File: config.mk
export PLATFORM = sky130hd
export DESIGN_NAME = hypercorex_top
export DESIGN_NICKNAME = d
export VERILOG_FILES = /design/src/rtl/hcx_pkg.sv /design/src/rtl/hcx_if.sv /design/src/rtl/hcx_csr.sv /design/src/rtl/hcx_inst_seq.sv /design/src/rtl/hcx_item_memory.sv /design/src/rtl/hcx_encoder.sv /design/src/rtl/hypercorex_top.sv
export VERILOG_INCLUDE_DIRS = /design/src /design/src/rtl
export SDC_FILE = /design/constraint.sdc
export NUM_CORES = 2
export LEC_CHECK = 0
export BUFFER_PORTS_ARGS = -buffer_cell sky130_fd_sc_hd__buf_2
export CORE_ASPECT_RATIO = 0.7
export CORE_MARGIN = 2
export CORE_UTILIZATION = 55
export CTS_BUF_LIST = sky130_fd_sc_hd__clkbuf_8 sky130_fd_sc_hd__clkbuf_16
export CTS_CLUSTER_DIAMETER = 150
export CTS_CLUSTER_SIZE = 24
export DETAILED_ROUTE_END_ITERATION = 6
export HOLD_SLACK_MARGIN = 0.1
export PLACE_DENSITY = 0.71
export SYNTH_ARGS = -nofsm -noshare
export SYNTH_HDL_FRONTEND = slang
export SYNTH_SLANG_ARGS = --single-unit
export TNS_END_PERCENT = 30
File: constraint.sdc
create_clock -name clk_i -period 12.6 [get_ports clk_i]
set_input_delay 0.63 -clock clk_i [delete_from_list [all_inputs] [get_ports clk_i]]
set_output_delay 0.63 -clock clk_i [all_outputs]
set_load 0.01 [all_outputs]
File: src/rtl/hcx_macros.svh
`ifndef HCX_MACROS_SVH
`define HCX_MACROS_SVH

// ----------------------------------------------------------
// Datapath sizes
// ----------------------------------------------------------
`define HCX_HV_DIM        128
`define HCX_IM_ADDR_W     7
`define HCX_SHIFT_W       7
`define HCX_INST_DEPTH    32
`define HCX_INST_ADDR_W   5
`define HCX_INST_W        16
`define HCX_CSR_DATA_W    32
`define HCX_CSR_ADDR_W    4

// Base seed that every item is a rotation of
`define HCX_IM_SEED       128'h9E37_79B9_7F4A_7C15_F39C_C060_5CED_C834

// ----------------------------------------------------------
// CSR map
// ----------------------------------------------------------
`define HCX_CSR_CTRL      4'd0
`define HCX_CSR_STATUS    4'd1
`define HCX_CSR_INST_ADDR 4'd2
`define HCX_CSR_INST_DATA 4'd3
`define HCX_CSR_PC        4'd4

`endif

File: src/rtl/hcx_pkg.sv
`include "hcx_macros.svh"

package hcx_pkg;

  // Opcodes with value 6 reserved as a no-op
  typedef enum logic [2:0] {
    OP_NOP     = 3'd0,
    OP_LOAD_A  = 3'd1,
    OP_BIND_AB = 3'd2,
    OP_BIND_A  = 3'd3,
    OP_PERM    = 3'd4,
    OP_EMIT    = 3'd5,
    OP_RSVD    = 3'd6,
    OP_END     = 3'd7
  } hcx_op_e;

  typedef struct packed {
    hcx_op_e                                 op;
    logic [`HCX_INST_W-4-`HCX_SHIFT_W:0]     unused;
    logic [`HCX_SHIFT_W-1:0]                 shift;
  } hcx_inst_t;

  typedef enum logic {
    SEQ_IDLE = 1'b0,
    SEQ_RUN  = 1'b1
  } hcx_seq_state_e;

  // Circular left rotation of a hypervector
  function automatic logic [`HCX_HV_DIM-1:0] hv_rotl(
    input logic [`HCX_HV_DIM-1:0] hv,
    input logic [`HCX_SHIFT_W-1:0] amt
  );
    logic [2*`HCX_HV_DIM-1:0] dbl;
    dbl = {hv, hv} << amt;
    return dbl[2*`HCX_HV_DIM-1:`HCX_HV_DIM];
  endfunction

endpackage

File: src/rtl/hcx_if.sv
`timescale 1ns/1ps
`include "hcx_macros.svh"

// CSR block towards the sequencer
interface hcx_csr_if;
  logic                        start;
  logic                        inst_wr_en;
  logic [`HCX_INST_ADDR_W-1:0] inst_wr_addr;
  hcx_pkg::hcx_inst_t          inst_wr_data;
  logic                        busy;
  logic [`HCX_INST_ADDR_W-1:0] pc;

  modport csr (output start, inst_wr_en, inst_wr_addr, inst_wr_data, input busy, pc);
  modport seq (input start, inst_wr_en, inst_wr_addr, inst_wr_data, output busy, pc);
endinterface

// Decoded op from the sequencer, stall back from the encoder
interface hcx_ctrl_if;
  logic                    issue;
  hcx_pkg::hcx_op_e        op;
  logic [`HCX_SHIFT_W-1:0] shift_amt;
  logic                    stall;

  modport seq (output issue, op, shift_amt, input stall);
  modport enc (input issue, op, shift_amt, output stall);
endinterface

// Item hypervectors and pops between item memory and encoder
interface hcx_im_if;
  logic [`HCX_HV_DIM-1:0] hv_a;
  logic [`HCX_HV_DIM-1:0] hv_b;
  logic                   avail_a;
  logic                   avail_b;
  logic                   pop_a;
  logic                   pop_b;

  modport mem (output hv_a, hv_b, avail_a, avail_b, input pop_a, pop_b);
  modport enc (input hv_a, hv_b, avail_a, avail_b, output pop_a, pop_b);
endinterface

File: src/rtl/hcx_csr.sv
`timescale 1ns/1ps
`include "hcx_macros.svh"

module hcx_csr (
  input  logic                       clk_i,
  input  logic                       arst_n_i,
  input  logic [`HCX_CSR_DATA_W-1:0] csr_req_data_i,
  input  logic [`HCX_CSR_ADDR_W-1:0] csr_req_addr_i,
  input  logic                       csr_req_write_i,
  input  logic                       csr_req_valid_i,
  output logic                       csr_req_ready_o,
  output logic [`HCX_CSR_DATA_W-1:0] csr_rsp_data_o,
  output logic                       csr_rsp_valid_o,
  input  logic                       csr_rsp_ready_i,
  hcx_csr_if.csr                     csr
);

  localparam int unsigned PadW = `HCX_CSR_DATA_W - `HCX_INST_ADDR_W;

  logic                        req_fire;
  logic                        wr_fire;
  logic [`HCX_CSR_DATA_W-1:0]  rd_data;
  logic                        rsp_valid_q;
  logic [`HCX_CSR_DATA_W-1:0]  rsp_data_q;
  logic [`HCX_INST_ADDR_W-1:0] inst_addr_q;
  logic                        start_q;
  logic                        wr_en_q;
  logic [`HCX_INST_ADDR_W-1:0] wr_addr_q;
  logic [`HCX_INST_W-1:0]      wr_data_q;

  // One outstanding request at a time
  assign csr_req_ready_o = !rsp_valid_q;
  assign req_fire        = csr_req_valid_i && csr_req_ready_o;
  assign wr_fire         = req_fire && csr_req_write_i;

  always_comb begin
    case (csr_req_addr_i)
      `HCX_CSR_STATUS:    rd_data = {{(`HCX_CSR_DATA_W-1){1'b0}}, csr.busy};
      `HCX_CSR_INST_ADDR: rd_data = {{PadW{1'b0}}, inst_addr_q};
      `HCX_CSR_PC:        rd_data = {{PadW{1'b0}}, csr.pc};
      default:            rd_data = '0;
    endcase
  end

  // ----------------------------------------------------------
  // Response and control registers
  // ----------------------------------------------------------
  always_ff @(posedge clk_i or negedge arst_n_i) begin
    if (!arst_n_i) begin
      rsp_valid_q <= 1'b0;
      inst_addr_q <= '0;
      start_q     <= 1'b0;
      wr_en_q     <= 1'b0;
    end else begin
      if (req_fire) begin
        rsp_valid_q <= 1'b1;
      end else if (csr_rsp_ready_i) begin
        rsp_valid_q <= 1'b0;
      end
      // Start is dropped while a program runs
      start_q <= wr_fire && (csr_req_addr_i == `HCX_CSR_CTRL) &&
                 csr_req_data_i[0] && !csr.busy;
      wr_en_q <= wr_fire && (csr_req_addr_i == `HCX_CSR_INST_DATA);
      if (wr_fire && (csr_req_addr_i == `HCX_CSR_INST_ADDR)) begin
        inst_addr_q <= csr_req_data_i[`HCX_INST_ADDR_W-1:0];
      end else if (wr_fire && (csr_req_addr_i == `HCX_CSR_INST_DATA)) begin
        inst_addr_q <= inst_addr_q + 1'b1;
      end
    end
  end

  always_ff @(posedge clk_i) begin
    if (req_fire) begin
      rsp_data_q <= csr_req_write_i ? '0 : rd_data;
      wr_addr_q  <= inst_addr_q;
      wr_data_q  <= csr_req_data_i[`HCX_INST_W-1:0];
    end
  end

  assign csr_rsp_valid_o  = rsp_valid_q;
  assign csr_rsp_data_o   = rsp_data_q;
  assign csr.start        = start_q;
  assign csr.inst_wr_en   = wr_en_q;
  assign csr.inst_wr_addr = wr_addr_q;
  assign csr.inst_wr_data = wr_data_q;

  // Pending response holds until the host takes it
  assert property (@(posedge clk_i) disable iff (!arst_n_i)
    csr_rsp_valid_o && !csr_rsp_ready_i |=> csr_rsp_valid_o && $stable(csr_rsp_data_o))
    else $error("CSR response dropped or changed before acceptance");

endmodule

File: src/rtl/hcx_inst_seq.sv
`timescale 1ns/1ps
`include "hcx_macros.svh"

module hcx_inst_seq (
  input  logic    clk_i,
  input  logic    arst_n_i,
  hcx_csr_if.seq  csr,
  hcx_ctrl_if.seq ctrl
);

  hcx_pkg::hcx_inst_t          inst_mem [`HCX_INST_DEPTH];
  hcx_pkg::hcx_inst_t          cur_inst;
  hcx_pkg::hcx_seq_state_e     state_q;
  logic [`HCX_INST_ADDR_W-1:0] pc_q;

  // Program store, written word by word from the CSR side
  always_ff @(posedge clk_i) begin
    if (csr.inst_wr_en) begin
      inst_mem[csr.inst_wr_addr] <= csr.inst_wr_data;
    end
  end

  assign cur_inst = inst_mem[pc_q];

  // ----------------------------------------------------------
  // Run control
  // ----------------------------------------------------------
  always_ff @(posedge clk_i or negedge arst_n_i) begin
    if (!arst_n_i) begin
      state_q <= hcx_pkg::SEQ_IDLE;
      pc_q    <= '0;
    end else begin
      case (state_q)
        hcx_pkg::SEQ_IDLE: begin
          if (csr.start) begin
            state_q <= hcx_pkg::SEQ_RUN;
            pc_q    <= '0;
          end
        end
        hcx_pkg::SEQ_RUN: begin
          if (!ctrl.stall) begin
            // pc parks on the END slot
            if (cur_inst.op == hcx_pkg::OP_END) begin
              state_q <= hcx_pkg::SEQ_IDLE;
            end else begin
              pc_q <= pc_q + 1'b1;
            end
          end
        end
        default: state_q <= hcx_pkg::SEQ_IDLE;
      endcase
    end
  end

  assign ctrl.issue     = (state_q == hcx_pkg::SEQ_RUN);
  assign ctrl.op        = cur_inst.op;
  assign ctrl.shift_amt = cur_inst.shift;
  assign csr.busy       = (state_q == hcx_pkg::SEQ_RUN);
  assign csr.pc         = pc_q;

  // Programs must end before running off the last slot
  assert property (@(posedge clk_i) disable iff (!arst_n_i)
    ctrl.issue && !ctrl.stall && (ctrl.op != hcx_pkg::OP_END)
      |-> (pc_q < `HCX_INST_DEPTH - 1))
    else $error("Program counter advanced past the instruction memory");

endmodule

File: src/rtl/hcx_item_memory.sv
`timescale 1ns/1ps
`include "hcx_macros.svh"

module hcx_item_memory (
  input  logic                      clk_i,
  input  logic                      arst_n_i,
  input  logic [`HCX_IM_ADDR_W-1:0] addr_a_i,
  input  logic [`HCX_IM_ADDR_W-1:0] addr_b_i,
  input  logic                      addr_a_valid_i,
  input  logic                      addr_b_valid_i,
  output logic                      addr_a_ready_o,
  output logic                      addr_b_ready_o,
  hcx_im_if.mem                     im
);

  logic [`HCX_IM_ADDR_W-1:0] addr [2];
  logic [`HCX_HV_DIM-1:0]    hv [2];
  logic [1:0]                addr_valid;
  logic [1:0]                addr_ready;
  logic [1:0]                pop;
  logic [1:0]                avail;

  // Index 0 is port A, index 1 is port B
  assign addr[0]       = addr_a_i;
  assign addr[1]       = addr_b_i;
  assign addr_valid    = {addr_b_valid_i, addr_a_valid_i};
  assign pop           = {im.pop_b, im.pop_a};
  assign addr_a_ready_o = addr_ready[0];
  assign addr_b_ready_o = addr_ready[1];
  assign im.hv_a       = hv[0];
  assign im.hv_b       = hv[1];
  assign im.avail_a    = avail[0];
  assign im.avail_b    = avail[1];

  for (genvar p = 0; p < 2; p++) begin : g_port
    logic                   vld_q;
    logic [`HCX_HV_DIM-1:0] hv_q;

    // Free slot, or the held item leaves this cycle
    assign addr_ready[p] = !vld_q || pop[p];
    assign avail[p]      = vld_q;
    assign hv[p]         = hv_q;

    always_ff @(posedge clk_i or negedge arst_n_i) begin
      if (!arst_n_i) begin
        vld_q <= 1'b0;
      end else if (addr_valid[p] && addr_ready[p]) begin
        vld_q <= 1'b1;
      end else if (pop[p]) begin
        vld_q <= 1'b0;
      end
    end

    always_ff @(posedge clk_i) begin
      if (addr_valid[p] && addr_ready[p]) begin
        hv_q <= hcx_pkg::hv_rotl(`HCX_IM_SEED, addr[p]);
      end
    end

    assert property (@(posedge clk_i) disable iff (!arst_n_i) pop[p] |-> vld_q)
      else $error("Encoder popped an empty item port %0d", p);
  end

endmodule

File: src/rtl/hcx_encoder.sv
`timescale 1ns/1ps
`include "hcx_macros.svh"

module hcx_encoder (
  input  logic                   clk_i,
  input  logic                   arst_n_i,
  hcx_ctrl_if.enc                ctrl,
  hcx_im_if.enc                  im,
  output logic [`HCX_HV_DIM-1:0] qhv_o,
  output logic                   qhv_valid_o,
  input  logic                   qhv_ready_i
);

  logic                   need_a;
  logic                   need_b;
  logic                   emit_block;
  logic                   exec;
  logic [`HCX_HV_DIM-1:0] acc_q;
  logic [`HCX_HV_DIM-1:0] qhv_q;
  logic                   qhv_valid_q;

  // ----------------------------------------------------------
  // Stall decision
  // ----------------------------------------------------------
  assign need_a = (ctrl.op == hcx_pkg::OP_LOAD_A) ||
                  (ctrl.op == hcx_pkg::OP_BIND_AB) ||
                  (ctrl.op == hcx_pkg::OP_BIND_A);
  assign need_b = (ctrl.op == hcx_pkg::OP_BIND_AB);

  // Query slot still full and not taken this cycle
  assign emit_block = (ctrl.op == hcx_pkg::OP_EMIT) && qhv_valid_q && !qhv_ready_i;

  assign ctrl.stall = ctrl.issue &&
                      ((need_a && !im.avail_a) || (need_b && !im.avail_b) || emit_block);
  assign exec       = ctrl.issue && !ctrl.stall;

  assign im.pop_a = exec && need_a;
  assign im.pop_b = exec && need_b;

  // ----------------------------------------------------------
  // Accumulator
  // ----------------------------------------------------------
  always_ff @(posedge clk_i) begin
    if (exec) begin
      case (ctrl.op)
        hcx_pkg::OP_LOAD_A:  acc_q <= im.hv_a;
        hcx_pkg::OP_BIND_AB: acc_q <= im.hv_a ^ im.hv_b;
        hcx_pkg::OP_BIND_A:  acc_q <= acc_q ^ im.hv_a;
        hcx_pkg::OP_PERM:    acc_q <= hcx_pkg::hv_rotl(acc_q, ctrl.shift_amt);
        default:             acc_q <= acc_q;
      endcase
    end
  end

  // Query output register
  always_ff @(posedge clk_i or negedge arst_n_i) begin
    if (!arst_n_i) begin
      qhv_valid_q <= 1'b0;
    end else if (exec && (ctrl.op == hcx_pkg::OP_EMIT)) begin
      qhv_valid_q <= 1'b1;
    end else if (qhv_ready_i) begin
      qhv_valid_q <= 1'b0;
    end
  end

  always_ff @(posedge clk_i) begin
    if (exec && (ctrl.op == hcx_pkg::OP_EMIT)) begin
      qhv_q <= acc_q;
    end
  end

  assign qhv_o       = qhv_q;
  assign qhv_valid_o = qhv_valid_q;

  assert property (@(posedge clk_i) disable iff (!arst_n_i)
    qhv_valid_o && !qhv_ready_i |=> qhv_valid_o && $stable(qhv_o))
    else $error("Query changed or vanished under back-pressure");

endmodule

File: src/rtl/hypercorex_top.sv
`timescale 1ns/1ps
`include "hcx_macros.svh"

module hypercorex_top (
  input  logic                       clk_i,
  input  logic                       arst_n_i,
  // CSR request and response
  input  logic [`HCX_CSR_DATA_W-1:0] csr_req_data_i,
  input  logic [`HCX_CSR_ADDR_W-1:0] csr_req_addr_i,
  input  logic                       csr_req_write_i,
  input  logic                       csr_req_valid_i,
  output logic                       csr_req_ready_o,
  output logic [`HCX_CSR_DATA_W-1:0] csr_rsp_data_o,
  output logic                       csr_rsp_valid_o,
  input  logic                       csr_rsp_ready_i,
  // Item address ports
  input  logic [`HCX_IM_ADDR_W-1:0]  addr_a_i,
  input  logic                       addr_a_valid_i,
  output logic                       addr_a_ready_o,
  input  logic [`HCX_IM_ADDR_W-1:0]  addr_b_i,
  input  logic                       addr_b_valid_i,
  output logic                       addr_b_ready_o,
  // Query output
  output logic [`HCX_HV_DIM-1:0]     qhv_o,
  output logic                       qhv_valid_o,
  input  logic                       qhv_ready_i
);

  hcx_csr_if  csr_bus ();
  hcx_ctrl_if ctrl_bus ();
  hcx_im_if   im_bus ();

  hcx_csr i_csr (
    .clk_i           ( clk_i           ),
    .arst_n_i        ( arst_n_i        ),
    .csr_req_data_i  ( csr_req_data_i  ),
    .csr_req_addr_i  ( csr_req_addr_i  ),
    .csr_req_write_i ( csr_req_write_i ),
    .csr_req_valid_i ( csr_req_valid_i ),
    .csr_req_ready_o ( csr_req_ready_o ),
    .csr_rsp_data_o  ( csr_rsp_data_o  ),
    .csr_rsp_valid_o ( csr_rsp_valid_o ),
    .csr_rsp_ready_i ( csr_rsp_ready_i ),
    .csr             ( csr_bus.csr     )
  );

  hcx_inst_seq i_inst_seq (
    .clk_i    ( clk_i        ),
    .arst_n_i ( arst_n_i     ),
    .csr      ( csr_bus.seq  ),
    .ctrl     ( ctrl_bus.seq )
  );

  hcx_item_memory i_item_memory (
    .clk_i          ( clk_i          ),
    .arst_n_i       ( arst_n_i       ),
    .addr_a_i       ( addr_a_i       ),
    .addr_b_i       ( addr_b_i       ),
    .addr_a_valid_i ( addr_a_valid_i ),
    .addr_b_valid_i ( addr_b_valid_i ),
    .addr_a_ready_o ( addr_a_ready_o ),
    .addr_b_ready_o ( addr_b_ready_o ),
    .im             ( im_bus.mem     )
  );

  hcx_encoder i_encoder (
    .clk_i       ( clk_i        ),
    .arst_n_i    ( arst_n_i     ),
    .ctrl        ( ctrl_bus.enc ),
    .im          ( im_bus.enc   ),
    .qhv_o       ( qhv_o        ),
    .qhv_valid_o ( qhv_valid_o  ),
    .qhv_ready_i ( qhv_ready_i  )
  );

endmodule

Word-level counts from Yosys, hierarchy flattened

Memory sizes are Yosys's and may differ from the RTL's.
Index checks and enable logic that the tools add are counted.

Latch bits: 0
Word-level logic and storage cells: 99
Bits of input ports: 58
Bits in writable memories: 512
Flip-flop bits (word level): 582
Bits in read-only memories: 0
Memories: 1

Equality and inequality tests: 13
Multipliers: 0
Add/sub/neg operators: 2
Multiplexer cells: 22
Divide/modulo/power cells: 0
Reductions and logical operators: 39
$lt $le $gt $ge: 0
Bitwise gates (word level): 3
Shifts and indexed selects: 3

Memory list:

| memory              | depth | width | rd ports | clocked after memory_dff | wr ports | RTL line           | source |
|---|---|---|---|---|---|---|---|
| i_inst_seq.inst_mem | 32    | 16    | 1        | 0                        | 1        | hcx_inst_seq.sv:11 | `` hcx_pkg::hcx_inst_t inst_mem [`HCX_INST_DEPTH]; `` |

Operator list:

| cell                                                                  | count |
|---|---|
| 128-bit one-hot mux with 4 select lines                               | 1 |
| 256-bit by 7-bit left shift with 256-bit output, first input constant | 2 |
| 256-bit by 7-bit left shift with 256-bit output                       | 1 |
| 128-bit bitwise XOR                                                   | 2 |
| 5-bit two-way mux                                                     | 5 |
| 1-bit logical AND                                                     | 18 |
| 5-bit one-hot mux with 3 select lines                                 | 1 |
| 1-bit two-way mux                                                     | 13 |
| 5-bit by 1-bit adder with 5-bit output, second input constant         | 2 |
| 5-bit one-hot mux with 2 select lines                                 | 1 |
| 2-bit nonzero test                                                    | 5 |
| 3-bit == test, second input constant                                  | 3 |
| 4-bit by 2-bit == test with 1-bit output, second input constant       | 2 |
| 3-bit by 2-bit == test with 1-bit output, second input constant       | 2 |
| 1-bit logical NOT                                                     | 6 |
| 1-bit logical OR                                                      | 6 |
| 2-bit inequality test, second input constant                          | 3 |
| 4-bit by 1-bit == test with 1-bit output, second input constant       | 1 |
| 4-bit by 3-bit == test with 1-bit output, second input constant       | 1 |
| 4-bit logical NOT                                                     | 1 |
| 4-bit nonzero test                                                    | 1 |
| 3-bit by 1-bit == test with 1-bit output, second input constant       | 1 |
| 3-bit AND reduction                                                   | 1 |
| 1-bit one-hot mux with 2 select lines                                 | 1 |
| 2 further kinds                                                       | 2 |

Longest topological paths before layout

An unclocked memory read counts as a cell.

Depth after elaboration: 14
Gate-level depth with buffers: 17
Depth with buffers taken out: 12

Modules after synthesis

Synthesis repeated with hierarchy kept, for this count alone.

Cell total of the unflattened synthesis: 5,366
Area total of the unflattened synthesis: 61,082.3 µm²

Modules (own cells, without submodules):

| module          | area each (µm²) | seq. area each (µm²) | cells an instance | times used |
|---|---|---|---|---|
| hcx_item_memory | 23,207.3        | 7,737.4              | 2,306             | 1 |
| hcx_encoder     | 23,192.2        | 7,712.4              | 2,196             | 1 |
| hcx_inst_seq    | 13,097.6        | 9,759.4              | 744               | 1 |
| hcx_csr         | 1,585.3         | 980.9                | 120               | 1 |

Worst setup path after synthesis

Ideal clock, no wire load.

Path kind: register to register
Start: reg i_inst_seq.pc_q[0] (netlist: i_inst_seq.csr.pc[0])
End: reg i_encoder.acc_q[0], enable pin
Data required time: 11.943 ns
Stages on the path, launching flop included: 15
Arrival time: 9.090 ns
Path slack: 2.853 ns
Clock period less this slack: 9.747 ns
Path buffers: 5
Path through: dfrtp_1 buf_6 buf_6 buf_6 buf_4 mux4_2 mux4_2 mux2i_1 buf_2 nor2_1 nand2_1 nor2_1 a21oi_1 nand2_1 a21oi_1

Longest elaborated chain between the ends: 11

Ends and longest elaborated chain:

| item                                                                                                        | RTL line           | source |
|---|---|---|
| from (decl)                                                                                                 | hcx_inst_seq.sv:14 | `` logic [`HCX_INST_ADDR_W-1:0] pc_q; `` |
| from (signal assigned)                                                                                      | hcx_inst_seq.sv:46 | `pc_q <= pc_q + 1'b1;` |
| memory 32 x 16 bit *                                                                                        | -                  |  |
| 3-bit by 1-bit == test with 1-bit output / 3-bit by 2-bit == test with 1-bit output (equally long branches) | -                  |  |
| 1-bit logical OR                                                                                            | hcx_encoder.sv:25  | `assign need_a = (ctrl.op == hcx_pkg::OP_LOAD_A) \|\|` |
| 1-bit logical OR                                                                                            | hcx_encoder.sv:26  | `(ctrl.op == hcx_pkg::OP_BIND_AB) \|\|` |
| 1-bit logical AND                                                                                           | hcx_encoder.sv:34  | `((need_a && !im.avail_a) \|\| (need_b && !im.avail_b) \|\| emit_block);` |
| 1-bit logical OR (2 in a row)                                                                               | hcx_encoder.sv:34  |  |
| 1-bit logical AND                                                                                           | hcx_encoder.sv:33  | `assign ctrl.stall = ctrl.issue &&` |
| 1-bit logical NOT                                                                                           | hcx_encoder.sv:35  | `assign exec = ctrl.issue && !ctrl.stall;` |
| 1-bit logical AND                                                                                           | hcx_encoder.sv:35  |  |
| 2-bit AND reduction (no source line) *                                                                      | -                  |  |
| to (signal assigned)                                                                                        | hcx_encoder.sv:46  | `hcx_pkg::OP_LOAD_A: acc_q <= im.hv_a;` |
| to (signal assigned)                                                                                        | hcx_encoder.sv:47  | `hcx_pkg::OP_BIND_AB: acc_q <= im.hv_a ^ im.hv_b;` |
| to (signal assigned)                                                                                        | hcx_encoder.sv:48  | `hcx_pkg::OP_BIND_A: acc_q <= acc_q ^ im.hv_a;` |
| to (decl)                                                                                                   | hcx_encoder.sv:18  | `` logic [`HCX_HV_DIM-1:0] acc_q; `` |

Every way passes the cells marked *; elsewhere a longest branch is shown, timed or not.
A chain may end at the register's enable or synchronous reset.

Worst setup path in the final report

Start: reg i_inst_seq.pc_q[0] (netlist: i_inst_seq.csr.pc[0])
End: reg i_item_memory.g_port[0].hv_q[12] (netlist: i_item_memory.im.hv_a[12]), enable pin

Longest elaborated chain between the ends: 13

Ends and longest elaborated chain:

| item                                                                                                        | RTL line                                                | source |
|---|---|---|
| memory 32 x 16 bit *                                                                                        | -                                                       |  |
| 3-bit by 1-bit == test with 1-bit output / 3-bit by 2-bit == test with 1-bit output (equally long branches) | hcx_encoder.sv:25, hcx_encoder.sv:26, hcx_encoder.sv:28 |  |
| 1-bit logical OR                                                                                            | hcx_encoder.sv:25                                       |  |
| 1-bit logical OR                                                                                            | hcx_encoder.sv:26                                       |  |
| 1-bit logical AND                                                                                           | hcx_encoder.sv:34                                       |  |
| 1-bit logical OR (2 in a row)                                                                               | hcx_encoder.sv:34                                       |  |
| 1-bit logical AND                                                                                           | hcx_encoder.sv:33                                       |  |
| 1-bit logical NOT                                                                                           | hcx_encoder.sv:35                                       |  |
| 1-bit logical AND                                                                                           | hcx_encoder.sv:35                                       |  |
| 1-bit logical AND *                                                                                         | hcx_encoder.sv:37                                       | `assign im.pop_a = exec && need_a;` |
| 1-bit logical OR *                                                                                          | hcx_item_memory.sv:40                                   | `assign addr_ready[p] = !vld_q \|\| pop[p];` |
| 1-bit logical AND *                                                                                         | hcx_item_memory.sv:55                                   | `if (addr_valid[p] && addr_ready[p]) begin` |
| to (signal assigned)                                                                                        | hcx_item_memory.sv:56                                   | `` hv_q <= hcx_pkg::hv_rotl(`HCX_IM_SEED, addr[p]); `` |
| to (decl)                                                                                                   | hcx_item_memory.sv:37                                   | `` logic [`HCX_HV_DIM-1:0] hv_q; `` |

Marks and branches as above.

==> flow_summary_export.csv <==
group,metric,value,unit
route,firstDrtPassIters,7,
timing,tightest_slew,1360,ps
place,io_buffers,173,
logic_synthesis,synthXorXnorAreaFrac,0.0596,%
run_status,status,"finished with violations",
worst_setup_path,path_class,"flip-flop to flip-flop",
grt,grt_pass1_wl,354,mm
clock_tree,tritoncts,"built",
timing,layout_setup_ws,4970,ps
floorplan,dieWidth,395,microns
logic_synthesis,yosysMostFrequentCell,"edfxtp_1",
timing,finalHoldViolCount,0,
logic_synthesis,async_flop_share,1.96,%
route,vias,53900,
logic_synthesis,synth_ff_type,"edfxtp_1",
logic_synthesis,ys_seq_elements,869,
worst_setup_path,worstPathArrival,7910,ps
logic_synthesis,synth_top_family_by_area,"compound AO/OA/AOI/OAI gates",
clock_tree,clk_pin_slew,100,ps
timing,fmax,131,MHz
timing,setup_viol,0,
route,wirelength,255,mm
clock_tree,numCtsBuffers,42,
clock_tree,clock_path_buffers,3,
logic_synthesis,yosysUniqueCellTypes,82,
floorplan,die_y,277,microns
timing,fin_crit_sh,60.6,%
logic_synthesis,synth_top_area_cell,"edfxtp_1",
cells_and_area,layout-drive-gt1-share,10.3,%
timing,min_period,7630,ps
timing,relSlewSlack,8.74,%
timing,grt_setup_unrepaired,"false",
logic_synthesis,synth_cells,6135,
worst_setup_path,worst-path-max-fanout,80,
logic_synthesis,yosys-top-cells-area,"edfxtp_1, mux2i_1, mux4_2",
timing,maxSlewViolCount,0,
logic_synthesis,synth.avg_cell_area,9.58,sq um
place,place_hpwl,190,mm
route,ant_nets,0,
route,viasPerCell,7.33,
logic_synthesis,synth_adder_area_share,0.724,%
floorplan,coreArea,106000,sq um
route,drc,14,
logic_synthesis,netlist_area,58800,sq um
clock_tree,htree_levels,2,
logic_synthesis,yosysSeqAreaShare,44.3,%
logic_synthesis,synth_top_cell_area_share,43.5,%
grt,grt_overflow_total,0,
floorplan,fp.dieArea,110000,sq um
clock_tree,postCtsResizedCells,0,
cells_and_area,area_growth,3.93,%
grt,grt_max_degree,199,
timing,fin_tns_setup,0,ps
run_status,failed_checks,"design-rule violations",
hold_path,hp-class,"input port to flip-flop",
clock_tree,cts.sinks,869,
logic_synthesis,synth_edf_count,852,
job,maxCapViolations,0,
cells_and_area,finish.instance_area,61100,sq um
logic_synthesis,synth.area.mux_share,16.4,%
place,dp_slack,5050,ps
cells_and_area,final_nets,5987,
clock_tree,clockRootBuffer,"clkbuf_16",
timing,finalClockSkew,97.5,ps
logic_synthesis,yosys-top-cells-count,"edfxtp_1, nand3_1, o21ai_0",
worst_setup_path,startpoint_type,"flip-flop",
floorplan,rows,100,
clock_tree,hold_buffers,1,
place,placed_cell_area,59800,sq um
floorplan,initial_core_util,55.4,%
clock_tree,cts_setup_buffers,0,
grt,antenna_found_initial,24,
route,drtIter0Drc,12000,
worst_setup_path,cp-end-kind,"flip-flop",
logic_synthesis,yosys_warnings,0,
logic_synthesis,synth_compound_area_share,17.4,%
logic_synthesis,synth_simple_gate_area_share,16.0,%
grt,grt_usage,45.1,%
route,wire_per_inst,34.7,microns
clock_tree,worstSkewPairLatency,720,ps
worst_setup_path,required,12880,ps
floorplan,pin_count,223,
grt,grt_pass1_vias,46300,
place,place_congestion,1.11,
-- worst paths after layout --
| check | startpoint | endpoint | slack (ps) | depth (start not counted) |
|---|---|---|---|---|
| max in group asynchronous | arst_n_i | i_inst_seq.csr.pc[0]$_DFFE_PN0P_ | 11800 | 2 |
| min | csr_rsp_ready_i | i_csr.csr_rsp_valid_o$_DFFE_PN0P_ | 130 | 2 |
| min reg2reg | i_csr.csr.start$_DFF_PN0_ | i_inst_seq.csr.busy$_DFF_PN0_ | 520 | 2 |
| max | i_inst_seq.csr.pc[0]$_DFFE_PN0P_ | i_item_memory.im.hv_a[12]$_DFFE_PP_ | 4970 | 14 |
| min in group asynchronous | arst_n_i | i_inst_seq.csr.busy$_DFF_PN0_ | 420 | 2 |
| max reg2reg | i_inst_seq.csr.pc[0]$_DFFE_PN0P_ | i_item_memory.im.hv_a[12]$_DFFE_PP_ | 4970 | 14 |
-- flip-flops by register name, summed over array words and instances (netlist names) --
signal	flops
i_inst_seq.inst_mem	320
i_encoder.acc_q	128
i_encoder.qhv_o	128
i_item_memory.im.hv_a	128
i_item_memory.im.hv_b	128
i_csr.csr.inst_wr_data	10
i_csr.csr.inst_wr_addr	5
i_csr.csr_rsp_data_o	5
i_csr.inst_addr_q	5
i_inst_seq.csr.pc	5
i_csr.csr.inst_wr_en	1
i_csr.csr.start	1
i_csr.csr_rsp_valid_o	1
i_encoder.qhv_valid_o	1
i_inst_seq.csr.busy	1
i_item_memory.im.avail_a	1
i_item_memory.im.avail_b	1
-- critical path, stage by stage (launching register included) --
cell and delay (ps):
dfrtp_4 820, buf_4 690, buf_4 570, mux4_2 600, mux4_2 500, mux2i_4 150, buf_4 460, nand2_4 550
nand2b_1 240, o21ai_1 90, a21oi_1 190, nand2_1 240, o21ai_0 380, and2_4 650, buf_4 880
-- per-layer routing --
| layer | vias to the layer above | share of wire, % | global-route usage (%) | wire [microns] |
|---|---|---|---|---|
| met2 | 4617 | 38 | 57.6 | 97600 |
| met5 | - | 0.073 | 0.523 | 187 |
| met1 | 26100 | 39 | 65.3 | 99300 |
| li1 | 22700 | - | - | - |
| met4 | 18 | 4.2 | 15.5 | 10700 |
| met3 | 504 | 19 | 21.9 | 47300 |
-- kinds of logic after synthesis --
family / after synthesis
AO/OA/AOI/OAI: 1730
XOR/XNOR: 4
adder cells (fa/ha/maj): 34
buffers and inverters: 692
flip-flops: 869
multiplexers: 733
other: 1
AND/OR/NAND/NOR: 2072
-- layout by cell type, fill, tap and decap left out, types with 33 or more instances in the layout --
cell / count
clkbuf_16: 42
mux2_2: 65
inv_1: 136
buf_2: 164
edfxtp_1: 852
mux4_2: 173
a22o_1: 36
a211o_1: 80
nand2_1: 514
mux2i_1: 487
buf_4: 91
o21ai_0: 609
nand3_1: 736
ha_1: 34
o211ai_1: 47
a211oi_1: 33
nor2_1: 545
o22ai_1: 76
a22oi_1: 76
a21oi_1: 535
nand4_1: 91
and2_1: 48
a31oi_1: 75
-- layout make-up --
class	count	area (sq um)
inverter	125	470
multi-input combinational	4600	30000
timing repair buffer	257	1530
clock buffer	42	1050
fill	9196	45000
antenna	13	32.5
tap	1428	1790
clock inverter	25	175
sequential	869	26000
-- stage by stage --
| stage | hold slack, ps | utilization [%] | cells |
|---|---|---|---|
| finish | 132 | 57.6 | 7359 |
| global route | 120 | 57.5 | 7346 |
| floorplan | 334 | - | 6161 |
| detailed placement | 541 | 56.4 | 7278 |
| CTS | 111 | 57.5 | 7346 |
| global placement | 538 | 56.4 | 7278 |
Power is not shown: default switching activity piles up to over one toggle a cycle in this logic, so the estimate is an artifact.
